`src/source/gr_pad_params.svh`:
```
/*
  Pad ring build constants.
  GR_PAD_NUM must not exceed GR_PAD_REG_DW, since each register
  holds one bit per pad in its low bits.
  Register offsets must fit in GR_PAD_REG_AW bits.
*/
`ifndef GR_PAD_PARAMS_SVH
`define GR_PAD_PARAMS_SVH

// Pad count
`define GR_PAD_NUM 8

// Register port geometry
`define GR_PAD_REG_AW 4
`define GR_PAD_REG_DW 32

// Register map
`define GR_PAD_MUX_OFFSET  4'h0
`define GR_PAD_PULL_OFFSET 4'h4

`endif
```
`src/source/gr_pad_pkg.sv`:
```
/*
  Shared types for the pad block.
  Widths come from gr_pad_params.svh. Pad vectors carry one bit
  per pad with bit i mapped to pad i.
*/
`include "gr_pad_params.svh"

package gr_pad_pkg;

  // ----------------------------------------------------------
  // Pad side
  // ----------------------------------------------------------

  // One bit per pad
  typedef logic [`GR_PAD_NUM-1:0] pad_vec_t;

  // ----------------------------------------------------------
  // Register port
  // ----------------------------------------------------------

  typedef logic [`GR_PAD_REG_AW-1:0] reg_addr_t;
  typedef logic [`GR_PAD_REG_DW-1:0] reg_data_t;

endpackage

```
`src/source/gr_pad_top.sv`:
```
/*
  Pad subsystem top level.
  rst_n_i is asynchronous and is synchronized inside before use.
  Pads are split into pad_i, pad_o and pad_oe_o; the tristate
  buffer lives outside this block.
*/
module gr_pad_top import gr_pad_pkg::*; (
  input  logic      clk_i,
  input  logic      rst_n_i,

  // Register port
  input  logic      reg_valid_i,
  input  logic      reg_write_i,
  input  reg_addr_t reg_addr_i,
  input  reg_data_t reg_wdata_i,
  output reg_data_t reg_rdata_o,
  output logic      reg_rvalid_o,

  // Function side
  input  pad_vec_t  prim_out_i,
  input  pad_vec_t  prim_oe_i,
  output pad_vec_t  prim_in_o,
  input  pad_vec_t  alt_out_i,
  input  pad_vec_t  alt_oe_i,
  output pad_vec_t  alt_in_o,

  // Pad side
  input  pad_vec_t  pad_i,
  output pad_vec_t  pad_o,
  output pad_vec_t  pad_oe_o,
  output pad_vec_t  pad_pull_o
);

  logic     rst_sync_n;
  pad_vec_t mux_sel;
  pad_vec_t pull_en;
  pad_vec_t mux_out;
  pad_vec_t mux_oe;
  pad_vec_t pad_in_sync;

  pad_control u_pad_control (
    .clk_i       (clk_i),
    .rst_n_i     (rst_n_i),
    .reg_valid_i (reg_valid_i),
    .reg_write_i (reg_write_i),
    .reg_addr_i  (reg_addr_i),
    .reg_wdata_i (reg_wdata_i),
    .reg_rdata_o (reg_rdata_o),
    .reg_rvalid_o(reg_rvalid_o),
    .rst_sync_n_o(rst_sync_n),
    .mux_sel_o   (mux_sel),
    .pull_en_o   (pull_en)
  );

  pad_mux u_pad_mux (
    .prim_out_i(prim_out_i),
    .prim_oe_i (prim_oe_i),
    .alt_out_i (alt_out_i),
    .alt_oe_i  (alt_oe_i),
    .mux_sel_i (mux_sel),
    .pad_in_i  (pad_in_sync),
    .prim_in_o (prim_in_o),
    .alt_in_o  (alt_in_o),
    .pad_out_o (mux_out),
    .pad_oe_o  (mux_oe)
  );

  pad_ring u_pad_ring (
    .clk_i       (clk_i),
    .rst_sync_n_i(rst_sync_n),
    .out_i       (mux_out),
    .oe_i        (mux_oe),
    .pull_en_i   (pull_en),
    .pad_i       (pad_i),
    .pad_o       (pad_o),
    .pad_oe_o    (pad_oe_o),
    .pad_pull_o  (pad_pull_o),
    .in_sync_o   (pad_in_sync)
  );

endmodule

```
`src/source/pad_ring.sv`:
```
/*
  Pad ring model with split in, out and enable ports.
  Output enables are held low while the synchronized reset is low.
  Pull is reported only on pads that are not driving.
  Pad inputs take two cycles through the synchronizer.
*/
module pad_ring import gr_pad_pkg::*; (
  input  logic     clk_i,
  input  logic     rst_sync_n_i,
  input  pad_vec_t out_i,
  input  pad_vec_t oe_i,
  input  pad_vec_t pull_en_i,
  input  pad_vec_t pad_i,
  output pad_vec_t pad_o,
  output pad_vec_t pad_oe_o,
  output pad_vec_t pad_pull_o,
  output pad_vec_t in_sync_o
);

  pad_vec_t oe_gated;
  pad_vec_t in_meta_q;
  pad_vec_t in_sync_q;

  // ----------------------------------------------------------
  // Output side
  // ----------------------------------------------------------

  assign oe_gated   = rst_sync_n_i ? oe_i : '0;
  assign pad_o      = out_i;
  assign pad_oe_o   = oe_gated;
  assign pad_pull_o = pull_en_i & ~oe_gated;

  // ----------------------------------------------------------
  // Input synchronizer
  // ----------------------------------------------------------

  always_ff @(posedge clk_i or negedge rst_sync_n_i) begin
    if (!rst_sync_n_i) begin
      in_meta_q <= '0;
      in_sync_q <= '0;
    end else begin
      in_meta_q <= pad_i;
      in_sync_q <= in_meta_q;
    end
  end

  assign in_sync_o = in_sync_q;

endmodule

```
`src/source/pad_mux.sv`:
```
/*
  Per-pad function multiplexer, purely combinational.
  Select 0 routes the primary function, 1 the alternate.
  The function that is not selected sees 0 on its input.
*/
module pad_mux import gr_pad_pkg::*; (
  input  pad_vec_t prim_out_i,
  input  pad_vec_t prim_oe_i,
  input  pad_vec_t alt_out_i,
  input  pad_vec_t alt_oe_i,
  input  pad_vec_t mux_sel_i,
  input  pad_vec_t pad_in_i,
  output pad_vec_t prim_in_o,
  output pad_vec_t alt_in_o,
  output pad_vec_t pad_out_o,
  output pad_vec_t pad_oe_o
);

  always_comb begin
    prim_in_o = '0;
    alt_in_o  = '0;
    pad_out_o = '0;
    pad_oe_o  = '0;
    for (int i = 0; i < $bits(pad_vec_t); i++) begin
      if (mux_sel_i[i]) begin
        // Alternate function owns the pad
        pad_out_o[i] = alt_out_i[i];
        pad_oe_o[i]  = alt_oe_i[i];
        alt_in_o[i]  = pad_in_i[i];
      end else begin
        pad_out_o[i] = prim_out_i[i];
        pad_oe_o[i]  = prim_oe_i[i];
        prim_in_o[i] = pad_in_i[i];
      end
    end
  end

endmodule

```
`src/source/pad_control.sv`:
```
/*
  Reset synchronizer and pad configuration registers.
  Strobe port with no back-pressure. A read answers on the next cycle
  with reg_rvalid_o high for one cycle. Unknown addresses read zero and
  ignore writes. Only the low GR_PAD_NUM data bits are kept.
  Select bit 0 is primary function, 1 is alternate.
*/
`include "gr_pad_params.svh"

module pad_control import gr_pad_pkg::*; (
  input  logic      clk_i,
  input  logic      rst_n_i,
  input  logic      reg_valid_i,
  input  logic      reg_write_i,
  input  reg_addr_t reg_addr_i,
  input  reg_data_t reg_wdata_i,
  output reg_data_t reg_rdata_o,
  output logic      reg_rvalid_o,
  output logic      rst_sync_n_o,
  output pad_vec_t  mux_sel_o,
  output pad_vec_t  pull_en_o
);

  logic [1:0] rst_sync_q;
  logic       rst_sync_n;
  pad_vec_t   mux_sel_q;
  pad_vec_t   pull_en_q;
  reg_data_t  rdata_d;
  logic       wr_req;
  logic       rd_req;

  // ----------------------------------------------------------
  // Reset synchronizer
  // ----------------------------------------------------------

  // Asserts at once, releases after two rising edges
  always_ff @(posedge clk_i or negedge rst_n_i) begin
    if (!rst_n_i) begin
      rst_sync_q <= 2'b00;
    end else begin
      rst_sync_q <= {rst_sync_q[0], 1'b1};
    end
  end

  assign rst_sync_n = rst_sync_q[1];

  // ----------------------------------------------------------
  // Register port
  // ----------------------------------------------------------

  assign wr_req = reg_valid_i & reg_write_i;
  assign rd_req = reg_valid_i & ~reg_write_i;

  always_ff @(posedge clk_i or negedge rst_sync_n) begin
    if (!rst_sync_n) begin
      mux_sel_q <= '0;
      pull_en_q <= '0;
    end else if (wr_req) begin
      case (reg_addr_i)
        `GR_PAD_MUX_OFFSET:  mux_sel_q <= reg_wdata_i[`GR_PAD_NUM-1:0];
        `GR_PAD_PULL_OFFSET: pull_en_q <= reg_wdata_i[`GR_PAD_NUM-1:0];
        default: ;
      endcase
    end
  end

  // Read mux with the upper bits left at zero
  always_comb begin
    rdata_d = '0;
    case (reg_addr_i)
      `GR_PAD_MUX_OFFSET:  rdata_d[`GR_PAD_NUM-1:0] = mux_sel_q;
      `GR_PAD_PULL_OFFSET: rdata_d[`GR_PAD_NUM-1:0] = pull_en_q;
      default:             rdata_d = '0;
    endcase
  end

  always_ff @(posedge clk_i or negedge rst_sync_n) begin
    if (!rst_sync_n) begin
      reg_rvalid_o <= 1'b0;
    end else begin
      reg_rvalid_o <= rd_req;
    end
  end

  always_ff @(posedge clk_i) begin
    if (rd_req) begin
      reg_rdata_o <= rdata_d;
    end
  end

  assign rst_sync_n_o = rst_sync_n;
  assign mux_sel_o    = mux_sel_q;
  assign pull_en_o    = pull_en_q;

endmodule

```
`config.mk`:
```
export PLATFORM = sky130hd
export DESIGN_NAME = gr_pad_top
export DESIGN_NICKNAME = d
export VERILOG_FILES = /design/src/source/gr_pad_pkg.sv /design/src/source/gr_pad_top.sv /design/src/source/pad_ring.sv /design/src/source/pad_mux.sv /design/src/source/pad_control.sv
export VERILOG_INCLUDE_DIRS = /design/src /design/src/source
export SDC_FILE = /design/constraint.sdc
export NUM_CORES = 1
export LEC_CHECK = 0
export ABC_AREA = 1
export BUFFER_PORTS_ARGS = -buffer_cell sky130_fd_sc_hd__buf_4
export CORE_MARGIN = 2
export CORE_UTILIZATION = 41
export DETAILED_ROUTE_END_ITERATION = 7
export PLACE_DENSITY = 0.8
export SYNTH_ARGS = -nofsm -noshare
export SYNTH_HDL_FRONTEND = slang
export SYNTH_SLANG_ARGS = --single-unit
```
`constraint.sdc`:
```
create_clock -name clk_i -period 1.7 [get_ports clk_i]
set_input_delay 0.085 -clock clk_i [delete_from_list [all_inputs] [get_ports clk_i]]
set_output_delay 0.085 -clock clk_i [all_outputs]
set_load 0.01 [all_outputs]
```
==> results.txt <==
The flow ran to the end, and the final reports show no timing, DRC or antenna violations. For the number of design rule violations left after detail routing, the log shows 0. TritonCTS built the clock tree.

Combinational logic burns 27.8% of the power. Of the total power, the clock network draws 23.8%. The type of origin of the critical path was a flip-flop. The tools report the max-slew violation count as 0. Cell type with the highest aggregate area in the netlist: sky130_fd_sc_hd__dfrtp_1. For the global placement routability congestion, the log shows 0.695. The average wire per cell in the routed design works out to 11.9 um. Sorting the synthesized cells by area gives the leading types as sky130_fd_sc_hd__dfrtp_1 41%, sky130_fd_sc_hd__nand2_1 11%, sky130_fd_sc_hd__edfxtp_1 11%. Yosys printed 0 warnings. Among all stages on the critical path, the largest delay is contributed by sky130_fd_sc_hd__dfrtp_2. Setup repair after global routing left no endpoint under its margin.

The area of the placeable core was 5070 um2. The number of placement rows is 26, and the HPWL after detailed placement is 3.90 mm. The count of nets left with antenna violations once routing finished came out at 0. For the worst setup path, the data required time is 1.62 ns.

Largest voltage drop on the vdd net: 0.000477 V. The cell seen most often among critical-path stages is sky130_fd_sc_hd__nor2_1. The critical path start-end classification is flip-flop to primary output. A synthesized cell averages 8.52 um2. For the hold violation count in the final report, the log shows 0.

The post-detailed-route via-to-cell ratio came out at 4.47. Cell count after placement: 426. For this block, the initial DRC count from the detailed router was 82. Based on the critical path, the design can be clocked at up to 677 MHz.

Summed over all cells, the static leakage comes to 1.72 nW. Compared with the post-synthesis result, the final layout area differs by 44.5%. The total of flip-flops plus latches after synthesis was 43; the count of unique library cells instantiated by Yosys was 18. After synthesis, the largest area contributor takes up 40.8% of total cell area.

The tools report the type of element capturing the critical path as a primary output. After detailed routing, the total wire length is 5.29 mm. The tool flagged a number of max-cap violations equal to 0.

The tools report the cell at the root of the clock tree as sky130_fd_sc_hd__clkbuf_8. The detailed-router iteration count before antenna repair is 4, and the data arrival time of the worst path is 1.39 ns. The number of buffers inserted by port buffering is 104. met2 is the most crowded layer. From bottom edge to top edge, the die measures 76.3 um. The first global-routing pass estimated 8.75 mm of wire. After clock tree synthesis, the clock-pin slew on the worst setup and hold paths is 0.08 ns. The proportion of synthesized flip-flops having asynchronous set or reset works out to 81.4%. Area of the die: 5830 um2. The analysis attributes to net switching a power of 0.782 mW. The share of the core filled with cells in the final layout was 61.1%. The logs give 153 for the number of ports placed on the die boundary and 43 for the total clock sinks. TritonCTS created 5 clock buffers. The run gives 0 as the initial antenna violation count.

Setup violations remaining at the end of the flow were counted as 0. On the worst path, the slowest cell contributes a delay of 0.47 ns. The largest net degree at the start of global routing was 28. The routed layout has 1982 vias. For this run, the post-layout net count is 452. The clock tree synthesis step divided the H-tree into 2 levels. The synthesized design contains 8 enable-type register cells. The commonest cells after synthesis are 65 x sky130_fd_sc_hd__nand2_1, 35 x sky130_fd_sc_hd__dfrtp_1, 33 x sky130_fd_sc_hd__inv_1, 33 x sky130_fd_sc_hd__nor2_1, 25 x sky130_fd_sc_hd__buf_4.

Most instantiated flip-flop cell in the synthesis netlist: sky130_fd_sc_hd__dfrtp_1. For the final database, setup skew stands at 0.00469 ns. For this design the ratio of total power to cell area is 831 nW/um2. Walking the worst path, the cells encountered are buf_12 -> o21ai_0 -> nor2_1 -> nor2_1 -> buf_4. Cells with a size suffix above 1 make up 33.0% of the layout.

The buffer depth of the longest clock path is 2, and the maximum net fanout on the critical path is 22. The repair_antennas step left the layout with diodes totalling 0. Net switching fraction of the power: 30.4%. The synthesized instance count was 252; the sequential cell area fraction in the yosys report was 52.0%. Across every metal layer, demand over resource in global routing totals 18.7%. Per report_power, the sequential group accounts for 48.4% of the total. The library cell with the highest instance count after synthesis was sky130_fd_sc_hd__nand2_1. Once the floorplan was initialized, standard cells occupied 42.3% of the core.

For the area of the mapped netlist, the log shows 2150 um2. Global routing consumed, on the met3 layer, 6.16% of the routing resources. For the latest clock arrival within the worst-skew pair, the log shows 0.29 ns.

The final clock period utilization by the worst path works out to 86.9%. The min-delay analysis places its worst path in the category primary input to flip-flop. Setup total negative slack: 0 ns. The met2 usage came out at 32.2%. After global routing the overflow that remains totals 0.

The finished layout holds 443 standard cells, fillers aside. The number of global-route vias before repair is 1958. The shortest clock period the worst path allows after layout was 1.48 ns; the met1 usage was 22.1%. The width of the die works out to 76.3 um. The cell-internal power came out at 1.79 mW.
## cell type report
class / count / area, um2
Clock buffer: 8 / 80.1
Fill cell: 463 / 1970
Inverter: 35 / 131
Multi-Input combinational cell: 169 / 763
Sequential cell: 43 / 1120
Tap cell: 70 / 87.6
Timing Repair Buffer: 118 / 921
## cell families (layout without fill, tap and decap cells)
| logic type | Yosys count | in the layout | synth area share (%) |
|---|---|---|---|
| other cells | 2 | 25 | 0.350 |
| buf+inv | 63 | 161 | 16.4 |
| compound gates | 16 | 16 | 3.73 |
| simple gates | 128 | 128 | 27.5 |
| flops | 43 | 43 | 52.0 |
## state kept, by name, indices dropped and copies added (netlist names)
signal                      count
u_pad_control.reg_rvalid_o      1
u_pad_control.mux_sel_o         8
u_pad_ring.in_sync_o            8
u_pad_ring.in_meta_q            8
u_pad_control.reg_rdata_o       8
u_pad_control.pull_en_o         8
u_pad_control.rst_sync_q        2
## metrics by stage
step,power [mW],setup slack (ns),hold WS (ns),cell area [um2]
6_report,2.58,0.223,0.0490,3100
5_1_grt,2.75,0.0368,0.0490,3100
4_1_cts,2.61,0.183,0.0417,3100
3_5_place_dp,1.97,0.518,-0.131,2930
3_3_place_gp,1.95,0.515,-0.132,2930
2_1_floorplan,1.63,0.340,-0.211,2230
## power groups by stage
stage	sequential (mW)	clock, mW	combinational [mW]
6_report	1.25	0.614	0.716
5_1_grt	1.26	0.684	0.799
4_1_cts	1.25	0.638	0.725
3_5_place_dp	1.27	0	0.707
3_3_place_gp	1.26	0	0.684
2_1_floorplan	1.26	0	0.373
## placed cells by master (no fill, tap or decap)
cell type	instances
sky130_fd_sc_hd__clkbuf_1	3
sky130_fd_sc_hd__o21ai_0	14
sky130_fd_sc_hd__clkbuf_8	5
sky130_fd_sc_hd__nand2_1	65
sky130_fd_sc_hd__nand4_1	16
sky130_fd_sc_hd__nand3_2	1
sky130_fd_sc_hd__conb_1	25
sky130_fd_sc_hd__nand3_4	1
sky130_fd_sc_hd__nor2_8	1
sky130_fd_sc_hd__nor2_4	2
sky130_fd_sc_hd__buf_4	108
sky130_fd_sc_hd__inv_2	2
sky130_fd_sc_hd__inv_1	33
sky130_fd_sc_hd__buf_12	1
sky130_fd_sc_hd__edfxtp_1	8
sky130_fd_sc_hd__dfrtp_1	34
sky130_fd_sc_hd__dlygate4sd3_1	9
sky130_fd_sc_hd__o21ai_1	2
sky130_fd_sc_hd__nor2_1	33
sky130_fd_sc_hd__nand2_4	1
sky130_fd_sc_hd__dfrtp_2	1
sky130_fd_sc_hd__nand3_1	8
## worst max-delay path, delay by kind of cell, from the launching register on
kind / cells / cell delay, ns
buffers and inverters: 2 / 0.34
flip-flops: 1 / 0.47
AO/OA/AOI/OAI: 1 / 0.10
AND/OR/NAND/NOR: 2 / 0.19
## worst paths after layout
kind,startpoint,cells past startpoint,end,slack (ns)
hold / removal,reg_wdata_i[1],3,u_pad_control.mux_sel_o[1],0.05
setup / recovery,u_pad_control.rst_sync_q[1],5,pad_pull_o[0],0.22
hold reg to reg,u_pad_control.rst_sync_q[1],0,u_pad_control.mux_sel_o[2],0.11
min in group asynchronous,rst_n_i,2,u_pad_control.rst_sync_q[1],0.10
setup reg to reg,u_pad_control.mux_sel_o[1],2,u_pad_control.reg_rdata_o[1],0.80
max in group asynchronous,u_pad_control.rst_sync_q[1],1,u_pad_control.mux_sel_o[5],1.24
## layer usage
| metal | part of all wire, % | routed length, um |
|---|---|---|
| met1 | 41 | 2150 |
| met2 | 50 | 2640 |
| met3 | 7.6 | 400 |
| met4 | 1.8 | 95 |
| met5 | 0 | 0 |
## repair_timing
item	CTS	global route
hold endpoints to repair	10	0
gates resized for setup	0	0
hold buffers	9	0
buffers inserted	0	0
Power figures use the tool's default switching activity.
